`src/pov_params.svh`:
```
//--------------------
// Display geometry and counter widths
// Slice count must stay a power of two
//--------------------
`ifndef POV_PARAMS_SVH
`define POV_PARAMS_SVH

// Slices per turn and its log2
`define POV_SLICES 8
`define POV_SLICE_BITS 3

// LEDs per column and index width
`define POV_LEDS 16
`define POV_LED_BITS 4

// Bits per pixel
`define POV_PIX_W 8

// Turn period counter, saturating
`define POV_PER_W 24

`endif

```
`src/pov_pkg.sv`:
```
//--------------------
// Shared types of the display core
// Opcodes, FSM states, index types
//--------------------
`include "pov_params.svh"

package pov_pkg;

  // Host command opcodes, anything else is a NOP
  typedef enum logic [7:0] {
    OP_NOP    = 8'h00,
    OP_WR_PIX = 8'h01,
    OP_ENABLE = 8'h02,
    OP_RD_PER = 8'h03
  } pov_opcode_t;

  // Framebuffer indices
  typedef logic [`POV_SLICE_BITS-1:0] slice_t;
  typedef logic [`POV_LED_BITS-1:0] led_t;

  // Column shifter FSM
  typedef enum logic [1:0] {
    SH_IDLE,
    SH_READ,
    SH_SHIFT,
    SH_LATCH
  } shift_state_t;

  // Command decoder FSM
  typedef enum logic {
    DEC_OPCODE,
    DEC_ARGS
  } dec_state_t;

endpackage

```
`src/pov_ifs.sv`:
```
//--------------------
// spi_byte_if: SPI bytes to decoder
// fb_wr_if: framebuffer writes, enable
// fb_rd_if: framebuffer column reads
//--------------------
`include "pov_params.svh"

interface spi_byte_if;
  // Byte strobe with frame position
  logic       rx_valid;
  logic [7:0] rx_byte;
  logic [1:0] byte_idx;
  logic       frame_start;
  // Next byte for MISO
  logic [7:0] tx_byte;

  modport phy (output rx_valid, rx_byte, byte_idx, frame_start, input tx_byte);
  modport dec (input rx_valid, rx_byte, byte_idx, frame_start, output tx_byte);
endinterface

interface fb_wr_if;
  import pov_pkg::*;

  logic                  wr_en;
  slice_t                wr_slice;
  led_t                  wr_led;
  logic [`POV_PIX_W-1:0] wr_pixel;
  // Display enable, taken on en_set
  logic                  en_level;
  logic                  en_set;

  modport src (output wr_en, wr_slice, wr_led, wr_pixel, en_level, en_set);
  modport store (input wr_en, wr_slice, wr_led, wr_pixel, en_level, en_set);
endinterface

interface fb_rd_if;
  import pov_pkg::*;

  logic                  rd_en;
  slice_t                rd_slice;
  led_t                  rd_led;
  // Valid one cycle after rd_en, held until the next read
  logic [`POV_PIX_W-1:0] rd_data;

  modport reader (output rd_en, rd_slice, rd_led, input rd_data);
  modport store (input rd_en, rd_slice, rd_led, output rd_data);
endinterface

```
`src/cmd_decoder.sv`:
```
//--------------------
// Four-byte command decoder
// Pixel writes, enable, period read-back
//--------------------
`include "pov_params.svh"

module cmd_decoder (
  input logic clk,
  input logic nrst,
  spi_byte_if.dec spi,
  fb_wr_if.src fb,
  input logic [`POV_PER_W-1:0] period
);

  import pov_pkg::*;

  dec_state_t             state;
  pov_opcode_t            opcode;
  logic [7:0]             arg1;
  logic [7:0]             arg2;
  // Snapshot so all three bytes come from one value
  logic [`POV_PER_W-1:0]  per_latch;

  always_ff @(posedge clk or negedge nrst) begin
    if (!nrst) begin
      state       <= DEC_OPCODE;
      opcode      <= OP_NOP;
      fb.wr_en    <= 1'b0;
      fb.en_set   <= 1'b0;
      spi.tx_byte <= '0;
    end else begin
      fb.wr_en  <= 1'b0;
      fb.en_set <= 1'b0;
      if (spi.frame_start) begin
        // Short frames are dropped here
        state       <= DEC_OPCODE;
        spi.tx_byte <= '0;
      end else if (spi.rx_valid) begin
        case (state)
          DEC_OPCODE: begin
            if (spi.byte_idx == 2'd0) begin
              opcode <= pov_opcode_t'(spi.rx_byte);
              state  <= DEC_ARGS;
              // MSB of period goes out during byte 1
              if (pov_opcode_t'(spi.rx_byte) == OP_RD_PER) begin
                spi.tx_byte <= period[`POV_PER_W-1 -: 8];
              end
            end
          end
          DEC_ARGS: begin
            case (spi.byte_idx)
              2'd1: begin
                if (opcode == OP_RD_PER) begin
                  spi.tx_byte <= per_latch[`POV_PER_W-9 -: 8];
                end
              end
              2'd2: begin
                if (opcode == OP_RD_PER) begin
                  spi.tx_byte <= per_latch[`POV_PER_W-17 -: 8];
                end
              end
              default: begin
                spi.tx_byte <= '0;
              end
            endcase
            // Last byte, run the command
            if (spi.byte_idx == 2'd3) begin
              state <= DEC_OPCODE;
              case (opcode)
                OP_WR_PIX: fb.wr_en  <= 1'b1;
                OP_ENABLE: fb.en_set <= 1'b1;
                default: ;
              endcase
            end
          end
          default: state <= DEC_OPCODE;
        endcase
      end
    end
  end

  // Argument and write payload capture
  always_ff @(posedge clk) begin
    if (spi.rx_valid) begin
      case (spi.byte_idx)
        2'd0: per_latch <= period;
        2'd1: arg1 <= spi.rx_byte;
        2'd2: arg2 <= spi.rx_byte;
        default: begin
          fb.wr_slice <= arg1[`POV_SLICE_BITS-1:0];
          fb.wr_led   <= arg2[`POV_LED_BITS-1:0];
          fb.wr_pixel <= spi.rx_byte[`POV_PIX_W-1:0];
          fb.en_level <= arg1[0];
        end
      endcase
    end
  end

  // Every frame starts over in the opcode state
  assert property (@(posedge clk) disable iff (!nrst)
    (spi.rx_valid && state == DEC_ARGS) |-> spi.byte_idx != 2'd0);

endmodule

```
`src/column_shifter.sv`:
```
//--------------------
// Serial column output to LED drivers
// sclk, sin and latch pulse per slice
//--------------------
`include "pov_params.svh"

module column_shifter (
  input  logic            clk,
  input  logic            nrst,
  input  logic            slice_strobe,
  input  pov_pkg::slice_t slice_idx,
  fb_rd_if.reader         rd,
  output logic            sclk,
  output logic            sin,
  output logic            lat
);

  import pov_pkg::*;

  // Two sclk phases per pixel bit
  localparam int unsigned PH_W = $clog2(2 * `POV_PIX_W);
  localparam logic [PH_W-1:0] PH_LAST = PH_W'(2 * `POV_PIX_W - 1);
  localparam led_t LED_LAST = led_t'(`POV_LEDS - 1);

  shift_state_t          state;
  led_t                  led;
  slice_t                cur_slice;
  logic [PH_W-1:0]       phase;
  logic [`POV_PIX_W-1:0] pix_sh;

  always_ff @(posedge clk or negedge nrst) begin
    if (!nrst) begin
      state <= SH_IDLE;
      led   <= '0;
      phase <= '0;
    end else begin
      case (state)
        SH_IDLE: begin
          // Strobes during a column are ignored
          if (slice_strobe) begin
            led   <= '0;
            state <= SH_READ;
          end
        end
        SH_READ: begin
          phase <= '0;
          state <= SH_SHIFT;
        end
        SH_SHIFT: begin
          if (phase == PH_LAST) begin
            if (led == LED_LAST) begin
              state <= SH_LATCH;
            end else begin
              led   <= led + 1'b1;
              state <= SH_READ;
            end
          end else begin
            phase <= phase + 1'b1;
          end
        end
        SH_LATCH: state <= SH_IDLE;
        default: state <= SH_IDLE;
      endcase
    end
  end

  always_ff @(posedge clk) begin
    if (state == SH_IDLE && slice_strobe) begin
      cur_slice <= slice_idx;
    end
  end

  // One pixel read per LED, rd_data holds through the shift
  assign rd.rd_en    = (state == SH_READ);
  assign rd.rd_slice = cur_slice;
  assign rd.rd_led   = led;

  // MSB first, bit index is phase without its low bit
  assign pix_sh = rd.rd_data << phase[PH_W-1:1];

  // Low half then high half of each bit
  assign sclk = (state == SH_SHIFT) & phase[0];
  assign sin  = (state == SH_SHIFT) & pix_sh[`POV_PIX_W-1];
  assign lat  = (state == SH_LATCH);

  // Latch always directly follows the last bit of a column
  assert property (@(posedge clk) disable iff (!nrst)
    lat |-> $past(state == SH_SHIFT && phase == PH_LAST && led == LED_LAST));

endmodule

```
`src/frame_store.sv`:
```
//--------------------
// Pixel RAM, one write and one read port
// Display enable register
//--------------------
`include "pov_params.svh"

module frame_store (
  input logic clk,
  input logic nrst,
  fb_wr_if.store wr,
  fb_rd_if.store rd
);

  localparam int unsigned DEPTH = `POV_SLICES * `POV_LEDS;

  // Addressed by {slice, led}
  logic [`POV_PIX_W-1:0] mem [DEPTH];
  logic                  enable;

  // Registered read, blanked while the display is off
  always_ff @(posedge clk) begin
    if (wr.wr_en) begin
      mem[{wr.wr_slice, wr.wr_led}] <= wr.wr_pixel;
    end
    if (rd.rd_en) begin
      rd.rd_data <= enable ? mem[{rd.rd_slice, rd.rd_led}] : '0;
    end
  end

  always_ff @(posedge clk or negedge nrst) begin
    if (!nrst) begin
      enable <= 1'b0;
    end else if (wr.en_set) begin
      enable <= wr.en_level;
    end
  end

endmodule

```
`src/pov_top.sv`:
```
//--------------------
// Display core top level
// SPI link, framebuffer, timing, driver output
//--------------------
`include "pov_params.svh"

module pov_top (
  input  logic clk,
  input  logic nrst,
  input  logic spi_sclk,
  input  logic spi_cs,
  input  logic spi_mosi,
  input  logic hall,
  output logic spi_miso,
  output logic drv_sclk,
  output logic drv_sin,
  output logic drv_lat
);

  import pov_pkg::*;

  spi_byte_if spi_bus ();
  fb_wr_if    fb_wr ();
  fb_rd_if    fb_rd ();

  logic [`POV_PER_W-1:0] period;
  logic                  slice_strobe;
  slice_t                slice_idx;

  // Host command path
  spi_rx spi_rx0 (
    .clk  (clk),
    .nrst (nrst),
    .sclk (spi_sclk),
    .cs   (spi_cs),
    .mosi (spi_mosi),
    .miso (spi_miso),
    .bus  (spi_bus.phy)
  );

  cmd_decoder cmd_decoder0 (
    .clk    (clk),
    .nrst   (nrst),
    .spi    (spi_bus.dec),
    .fb     (fb_wr.src),
    .period (period)
  );

  frame_store frame_store0 (
    .clk  (clk),
    .nrst (nrst),
    .wr   (fb_wr.store),
    .rd   (fb_rd.store)
  );

  // Rotation timing and column output
  slice_timer slice_timer0 (
    .clk          (clk),
    .nrst         (nrst),
    .hall         (hall),
    .period       (period),
    .slice_strobe (slice_strobe),
    .slice_idx    (slice_idx)
  );

  column_shifter column_shifter0 (
    .clk          (clk),
    .nrst         (nrst),
    .slice_strobe (slice_strobe),
    .slice_idx    (slice_idx),
    .rd           (fb_rd.reader),
    .sclk         (drv_sclk),
    .sin          (drv_sin),
    .lat          (drv_lat)
  );

endmodule

```
`src/slice_timer.sv`:
```
//--------------------
// Hall sync and turn period measurement
// Slice strobe generation
//--------------------
`include "pov_params.svh"

module slice_timer (
  input  logic                  clk,
  input  logic                  nrst,
  input  logic                  hall,
  output logic [`POV_PER_W-1:0] period,
  output logic                  slice_strobe,
  output pov_pkg::slice_t       slice_idx
);

  import pov_pkg::*;

  localparam logic [`POV_PER_W-1:0] CNT_MAX = '1;
  localparam slice_t LAST_BUT_ONE = slice_t'(`POV_SLICES - 2);

  // [0] meta, [1] sync, [2] previous sync
  logic [2:0]            hall_sr;
  logic                  hall_fall;
  logic [`POV_PER_W-1:0] turn_cnt;
  logic [`POV_PER_W-1:0] slice_len;
  logic [`POV_PER_W-1:0] slice_cnt;
  logic                  seen_edge;
  logic                  running;

  // Sensor idles high, falling edge marks start of turn
  assign hall_fall = hall_sr[2] & ~hall_sr[1];

  always_ff @(posedge clk or negedge nrst) begin
    if (!nrst) begin
      hall_sr      <= '1;
      turn_cnt     <= '0;
      period       <= '0;
      slice_len    <= '0;
      slice_cnt    <= '0;
      seen_edge    <= 1'b0;
      running      <= 1'b0;
      slice_strobe <= 1'b0;
      slice_idx    <= '0;
    end else begin
      hall_sr      <= {hall_sr[1:0], hall};
      slice_strobe <= 1'b0;
      if (hall_fall) begin
        // Cycle after the edge counts as 1
        turn_cnt  <= `POV_PER_W'(1);
        period    <= turn_cnt;
        slice_len <= turn_cnt >> `POV_SLICE_BITS;
        slice_cnt <= `POV_PER_W'(1);
        seen_edge <= 1'b1;
        // Period only valid from the second edge on
        if (seen_edge) begin
          running      <= 1'b1;
          slice_strobe <= 1'b1;
          slice_idx    <= '0;
        end
      end else begin
        if (turn_cnt != CNT_MAX) begin
          turn_cnt <= turn_cnt + 1'b1;
        end
        if (running) begin
          if (slice_cnt == slice_len) begin
            slice_cnt    <= `POV_PER_W'(1);
            slice_strobe <= 1'b1;
            slice_idx    <= slice_idx + 1'b1;
            // Stop once the last slice of the turn is out
            if (slice_idx == LAST_BUT_ONE) begin
              running <= 1'b0;
            end
          end else begin
            slice_cnt <= slice_cnt + 1'b1;
          end
        end
      end
    end
  end

  // Slice 0 only right after a hall edge, the index never wraps
  assert property (@(posedge clk) disable iff (!nrst)
    (slice_strobe && slice_idx == '0) |-> $past(hall_fall));

endmodule

```
`src/spi_rx.sv`:
```
//--------------------
// SPI slave, mode 0, MSB first
// Byte assembly and MISO shifting
//--------------------
module spi_rx (
  input  logic clk,
  input  logic nrst,
  input  logic sclk,
  input  logic cs,
  input  logic mosi,
  output logic miso,
  spi_byte_if.phy bus
);

  // [0] meta, [1] sync, [2] previous sync
  logic [2:0] sclk_sr;
  logic [2:0] cs_sr;
  // mosi delayed to line up with sclk_sr[1]
  logic [1:0] mosi_sr;

  logic       sclk_rise;
  logic       sclk_fall;
  logic       cs_fall;
  logic       cs_low;

  logic [2:0] bit_cnt;
  logic [1:0] byte_cnt;
  logic [7:0] rx_shift;
  logic [7:0] tx_shift;

  assign sclk_rise = sclk_sr[1] & ~sclk_sr[2];
  assign sclk_fall = ~sclk_sr[1] & sclk_sr[2];
  assign cs_fall   = ~cs_sr[1] & cs_sr[2];
  assign cs_low    = ~cs_sr[1];

  always_ff @(posedge clk or negedge nrst) begin
    if (!nrst) begin
      sclk_sr <= '0;
      cs_sr   <= '1;
      mosi_sr <= '0;
    end else begin
      sclk_sr <= {sclk_sr[1:0], sclk};
      cs_sr   <= {cs_sr[1:0], cs};
      mosi_sr <= {mosi_sr[0], mosi};
    end
  end

  // Bit and byte counters, restart on every frame
  always_ff @(posedge clk or negedge nrst) begin
    if (!nrst) begin
      bit_cnt         <= '0;
      byte_cnt        <= '0;
      bus.rx_valid    <= 1'b0;
      bus.frame_start <= 1'b0;
    end else begin
      bus.rx_valid    <= 1'b0;
      bus.frame_start <= cs_fall;
      if (cs_fall) begin
        bit_cnt  <= '0;
        byte_cnt <= '0;
      end else if (cs_low && sclk_rise) begin
        bit_cnt <= bit_cnt + 3'd1;
        // Eighth bit completes the byte
        if (bit_cnt == 3'd7) begin
          bus.rx_valid <= 1'b1;
          byte_cnt     <= byte_cnt + 2'd1;
        end
      end
    end
  end

  // Receive data path
  always_ff @(posedge clk) begin
    if (cs_low && sclk_rise) begin
      rx_shift <= {rx_shift[6:0], mosi_sr[1]};
      if (bit_cnt == 3'd7) begin
        bus.rx_byte  <= {rx_shift[6:0], mosi_sr[1]};
        bus.byte_idx <= byte_cnt;
      end
    end
  end

  // Transmit, new byte loaded at frame start and after each full byte
  always_ff @(posedge clk or negedge nrst) begin
    if (!nrst) begin
      tx_shift <= '0;
    end else if (cs_fall) begin
      tx_shift <= bus.tx_byte;
    end else if (cs_low && sclk_fall) begin
      tx_shift <= (bit_cnt == 3'd0) ? bus.tx_byte : {tx_shift[6:0], 1'b0};
    end
  end

  assign miso = cs_low & tx_shift[7];

  // Bytes are only reported from inside a frame
  assert property (@(posedge clk) disable iff (!nrst) bus.rx_valid |-> !cs);

endmodule

```
`config.mk`:
```
export PLATFORM = sky130hd
export DESIGN_NAME = pov_top
export DESIGN_NICKNAME = d
export VERILOG_FILES = /design/src/pov_pkg.sv /design/src/pov_ifs.sv /design/src/cmd_decoder.sv /design/src/column_shifter.sv /design/src/frame_store.sv /design/src/pov_top.sv /design/src/slice_timer.sv /design/src/spi_rx.sv
export VERILOG_INCLUDE_DIRS = /design/src
export SDC_FILE = /design/constraint.sdc
export NUM_CORES = 1
export LEC_CHECK = 0
export BUFFER_PORTS_ARGS = -buffer_cell sky130_fd_sc_hd__buf_4
export CAP_MARGIN = 20
export CORE_MARGIN = 4
export CORE_UTILIZATION = 39
export CTS_BUF_LIST = sky130_fd_sc_hd__clkbuf_8
export CTS_CLUSTER_SIZE = 24
export DETAILED_ROUTE_END_ITERATION = 8
export PLACE_DENSITY_LB_ADDON = 0.05
export SLEW_MARGIN = 5
export SYNTH_ARGS = -nofsm -noshare
export SYNTH_HDL_FRONTEND = slang
export SYNTH_HIERARCHICAL = 1
export SYNTH_SLANG_ARGS = --single-unit
export TNS_END_PERCENT = 50
```
`constraint.sdc`:
```
create_clock -name clk -period 2.7 [get_ports clk]
set_input_delay 0.27 -clock clk [delete_from_list [all_inputs] [get_ports clk]]
set_output_delay 0.27 -clock clk [all_outputs]
set_load 0.01 [all_outputs]
```
Yosys cells after proc, flatten, opt, wreduce, memory -nomap -nowiden. Memories as Yosys holds them, arrays and structs flattened. A register that Yosys moved wholly into a read port is not among the register bits. Cells that the tools add are included.

Shift operators: 1. Reduce and logical (&&, ||, !) cells: 29. Add/subtract/negate cells: 7. Bitwise operators: 14. Equal/unequal tests: 25. Mux-type cells: 64.

Operator list (number): $mux W24 (5); $mux W8 (9); $add A24 B1 Y24 const B (2); $pmux W8 S2 (2); $mux W1 (28); $eq A24 B21 Y1 (1); $eq A8 B2 Y1 const B (3); $ne A24 B24 Y1 const B (1); $mux W3 (6); $reduce_bool A2 Y1 (9); $mux W4 (4); $pmux W4 S2 (2); $reduce_and A2 Y1 (8); $mux W2 (6); $add A4 B1 Y4 const B (2); $eq A2 B2 Y1 const B (4); $eq A4 B4 Y1 const B (2); $eq A8 B1 Y1 const B (1); $ne A2 B2 Y1 const B (4); $ne A4 B4 Y1 const B (2); $pmux W2 S4 (1); $reduce_and A4 Y1 (2); $shl A8 B3 Y8 (1); $and A1 B1 Y1 (7); other kinds (15) (28).

Register bits: 214. RAM bits: 1024. Word-level logic and storage cells: 178. Output and inout bits: 4. Memories: 1. Input port bits: 6.

Memories: frame_store0.mem (words 128, width 8, rd ports 1, clocked after memory_dff 1, wr ports 1, RTL line frame_store.sv:17) `` logic [`POV_PIX_W-1:0] mem [DEPTH]; ``.

Depth between registers and ports, before layout.
Word-level depth: 6. Gate-level depth with buffers: 13. Gate-level depth less buffers: 6.

Cells and area by module. Netlist, hierarchy kept.

By module, submodules not included: frame_store (area an instance 40506.3 um2, cells each 2057, instances 1); slice_timer (area an instance 4073.9 um2, cells each 434, instances 1); cmd_decoder (area an instance 2198.4 um2, cells each 139, instances 1); spi_rx (area an instance 1443.9 um2, cells each 95, instances 1); column_shifter (area an instance 777.0 um2, cells each 75, instances 1).

Least setup slack after synthesis. No wires, ideal clock.

Kind: register -> register. From: register column_shifter0.led[0], in the netlist column_shifter0/rd.rd_led[0]. To: register frame_store0.rd.rd_data[6] (read register of frame_store0.mem) (data pin). Stages on the path, launching flop included: 10. Data required time: 2436 ps. Slack: -223 ps. Path buffers: 5. Data arrival time: 2659 ps. Clock period less this slack: 2923 ps. Cells stage by stage: dfrtp_1 -> buf_6 -> buf_8 -> buf_6 -> buf_2 -> buf_2 -> mux4_2 -> a22oi_1 -> a21oi_1 -> o41a_1.

RTL lines: start: declaration (RTL line column_shifter.sv:26) `led_t led;`; start signal: assignment (RTL line column_shifter.sv:54) `led <= led + 1'b1;`; end: declaration (RTL line pov_ifs.sv:46) `modport store (input rd_en, rd_slice, rd_led, output rd_data);`.

==> run summary <==
The flow ran to the end, but the final reports show violations. The checks that failed: setup timing. The number of max-slew violations in the final report is 0, and the area of the core is 0.124 mm^2.

Of all cell types, the one taking the most synthesized area is sky130_fd_sc_hd__edfxtp_1. The floorplan row count was 129. In this run the vertical extent of the chip is 362 um. The part of the Yosys area used for sequential elements came out at 0.737.

The tree is rooted in a sky130_fd_sc_hd__clkbuf_8. The total of warnings raised by yosys was 6; the power per cell area was 831 mW/mm^2. From synthesis to final layout, the design area changed by 18.1%. Summing over every cut layer, the via total after detailed routing is 27,200.

The largest net degree at the start of global routing is 129, and the number of standard cells after synthesis is 2,800. The summed instance area of the synthesized netlist is 0.0490 mm^2, and the final critical-path required period is 2840 ps. After routing, the total negative slack on setup checks comes to -641 ps. The logs give 28,400 for the number of global-route vias before repair and 135,000 um for the routed wire length.

The run gives 3,265 as the layout net count. The average cell area after synthesis is 17.5 um^2, and the area taken by flip-flops and latches is 0.0361 mm^2. The tools report the final estimated routing congestion in global placement as 0.829. The stage delay of the slowest cell on the critical path came out at 540 ps.

The tools report the total CTS buffers as 204. After detailed routing, the number of vias per cell comes to 5.38. For the global-route usage over all layers, the log shows 0.207. During I/O placement, the number of pins put on the boundary was 10. The total congestion overflow was 0. On the final layout, the worst hold slack is 350 ps.

Setup repair after global routing could not meet its margin everywhere. The die extent in x works out to 362 um. The tools report the count of cell types in the netlist as 79. In the final layout, the multi-input gates occupy 0.0123 mm^2. DRC violation count after routing: 0.

On the final layout, the worst clock skew is 55.2 ps. Leaving out fill and tap cells, the most frequent cell in the layout is sky130_fd_sc_hd__edfxtp_1. The cell type with the highest occurrence count on the critical path was sky130_fd_sc_hd__buf_12. The average wire per cell in the routed design came out at 26.8 um. The number of endpoints failing setup at the final stage is 9. The number of I/O port buffers is 9, and the count of endpoints failing hold in the final timing report is 0. In this run the worst path has a maximum fanout of 6. For the clock latency reported for the late side of the worst-skew pair, the log shows 900 ps. The floorplan step defined a die boundary enclosing 0.131 mm^2. At the pin with the least slew margin, the transition time is 885 ps. The final worst-path cycle share came out at 1.05. The critical setup path kind is flop to flop. The critical path goes through buf_12 -> buf_12 -> buf_4 -> mux4_2 -> nand2_1 -> and3_1 -> a211oi_2 -> or4_1 -> o41a_1. Based on the critical path, the design can be clocked at up to 352 MHz. For this design, the slowest cell found on the critical path is sky130_fd_sc_hd__or4_1. The tools report the detailed-router iteration count before antenna repair as 5.

Detailed placement ended at an HPWL of 87,400 um. Counting flops and latches in the post-synthesis netlist gives 1,224. Most frequently used flop master after synthesis: sky130_fd_sc_hd__edfxtp_1. The share of synthesized flip-flops with an asynchronous set or reset came out at 0.109. The number of flops mapped to enable cells by yosys is 1,090, and the cell leakage power is 19.5 nW.

The worst slew margin relative to its limit was 0.410; the clock sink total was 1,224. The detailed router finished its first iteration with 2,282 violations. When the netlist entered floorplanning its net count stood at 2,819. TritonCTS built the clock tree. The path class of the tightest hold or removal check is flop to flop.

Once detail routing completed, the nets flagged for antenna violations numbered 0. Prior to clock tree synthesis, the placed netlist has a worst setup slack of -433 ps. The first global-routing pass estimated 197,000 um of wire. VDD sags by at most 0.576 mV.

The tools report the starting density of the core as 0.394. Maximum level of the CTS H-tree: 4. The tools report the max-cap violation count as 0. Arrival time of the worst setup path: 3490 ps. The category of the worst setup path launch point is a flop. For the initial antenna violation count, the log shows 4. For the worst-case setup margin in the final layout, the log shows -141 ps. In the layout the commonest cells are sky130_fd_sc_hd__edfxtp_1, sky130_fd_sc_hd__buf_4, sky130_fd_sc_hd__clkbuf_8.

After synthesis, the cell types taking the most area are sky130_fd_sc_hd__edfxtp_1, sky130_fd_sc_hd__mux4_2, sky130_fd_sc_hd__dfrtp_1. Data on the critical path is required at its endpoint by 3350 ps. STA classifies the critical path endpoint as a flop. The buffer depth of the longest clock path came out at 3. Clock-pin slew was measured on the worst setup and hold paths at 60 ps.

The total of fill cells in the finished design is 10,800. The area fraction of the dominant cell type after synthesis works out to 0.668. Fraction of final layout cells sized beyond drive strength 1: 0.266.
[path summary, 6_finish.rpt]
path,start,to,slack (ps),cells past startpoint
setup / recovery,column_shifter0/rd.rd_led[0],frame_store0/rd.rd_data[1],-140,9
hold / removal,spi_rx0/sclk_sr[0],spi_rx0/sclk_sr[1],350,0
setup reg to reg,column_shifter0/rd.rd_led[0],frame_store0/rd.rd_data[1],-140,9
hold reg to reg,spi_rx0/sclk_sr[0],spi_rx0/sclk_sr[1],350,0
max in group asynchronous,nrst,spi_rx0/cs_sr[0],1800,4
min in group asynchronous,nrst,slice_timer0/hall_sr[0],490,3
[layer usage]
metal | vias up | track usage | wire length, um
li1 | 12100 | - | -
met1 | 14300 | 0.281 | 59200
met2 | 669 | 0.340 | 65700
met3 | 215 | 0.0391 | 6950
met4 | 0 | 0.0605 | 3400
met5 | - | 0 | 0
[sequential cells by signal, summed over array words and instances (netlist names), 4 cells and up]
name and count:
frame_store0/mem 1024, slice_timer0/period 24, slice_timer0/slice_cnt 24, slice_timer0/turn_cnt 24, cmd_decoder0/per_latch 16, cmd_decoder0/fb.wr_pixel 8
cmd_decoder0/opcode 8, cmd_decoder0/spi.tx_byte 8, frame_store0/rd.rd_data 8, spi_rx0/bus.rx_byte 8, spi_rx0/tx_shift 8, spi_rx0/rx_shift 7
cmd_decoder0/arg2 4, cmd_decoder0/fb.wr_led 4, column_shifter0/phase 4, column_shifter0/rd.rd_led 4
[kinds of logic after synthesis]
group / after synthesis / synth area share
flip-flops: 1224 / 0.737
AO/OA/AOI/OAI: 319 / 0.0447
multiplexers: 394 / 0.127
AND/OR/NAND/NOR: 622 / 0.0603
XOR/XNOR: 59 / 0.0105
buffers and inverters: 169 / 0.0178
adder cells (fa/ha/maj): 13 / 0.00332
[timing repair]
| item | CTS | global route |
|---|---|---|
| buffers inserted | 10 | 4 |
| endpoints found under the setup margin | 9 | 9 |
| pin swaps | 7 | 10 |
| endpoints found under the hold margin | 134 | 0 |
| cloned | 2 | 1 |
| gates resized for setup | 55 | 38 |
| hold buffers | 11 | 0 |
[report_power, final]
group / internal, mW / total (mW) / switching, mW
Combinational: 5.69 / 12.1 / 6.45
Sequential: 20.6 / 21.0 / 0.416
Clock: 7.53 / 15.0 / 7.44
[cell usage after synthesis (all sizes together), types with 6 or more instances]
| cell | number |
|---|---|
| edfxtp | 1090 |
| nor2 | 204 |
| mux2i | 195 |
| mux4 | 178 |
| nand2 | 161 |
| dfrtp | 128 |
| nand3 | 80 |
| a22oi | 76 |
| buf | 74 |
| clkbuf | 73 |
| o21ai | 53 |
| a21oi | 48 |
| xnor2 | 38 |
| nor3 | 32 |
| nor2b | 31 |
| a211oi | 27 |
| o22ai | 27 |
| nand4 | 26 |
| a31oi | 23 |
| mux2 | 21 |
| xor2 | 21 |
| inv | 20 |
| nand2b | 15 |
| o211ai | 14 |
| and2 | 13 |
| ha | 13 |
| or3 | 13 |
| or4 | 12 |
| and3 | 8 |
| dfstp | 6 |
| nor4 | 6 |
[critical path, delay by kind of cell (launching register included)]
| kind | cells | cell delay (ps) |
|---|---|---|
| simple gates | 3 | 780 |
| compound gates | 2 | 440 |
| buf+inv | 3 | 450 |
| mux | 1 | 420 |
| flops | 1 | 510 |
[metrics by stage]
step | cell area (um^2) | std cells | total power, mW | utilization
after floorplan | 49000 | 2800 | 27.9 | -
after global placement | 53500 | 4650 | 32.8 | 0.430
after detailed placement | 53500 | 4650 | 32.9 | 0.430
after CTS | 57600 | 5046 | 48.5 | 0.464
after global routing | 57900 | 5054 | 50.3 | 0.466
final | 57900 | 5054 | 48.1 | 0.466
[final cells by class]
cell class,count,area share
inverters,22,0.00143
multi-input cells,1407,0.213
well taps,1637,0.0354
diodes,3,0.000130
flip-flops and latches,1224,0.624
repair buffers,387,0.0623
clock inverters,164,0.0142
clock buffers,210,0.0499
(Power assumes the default switching activity.)
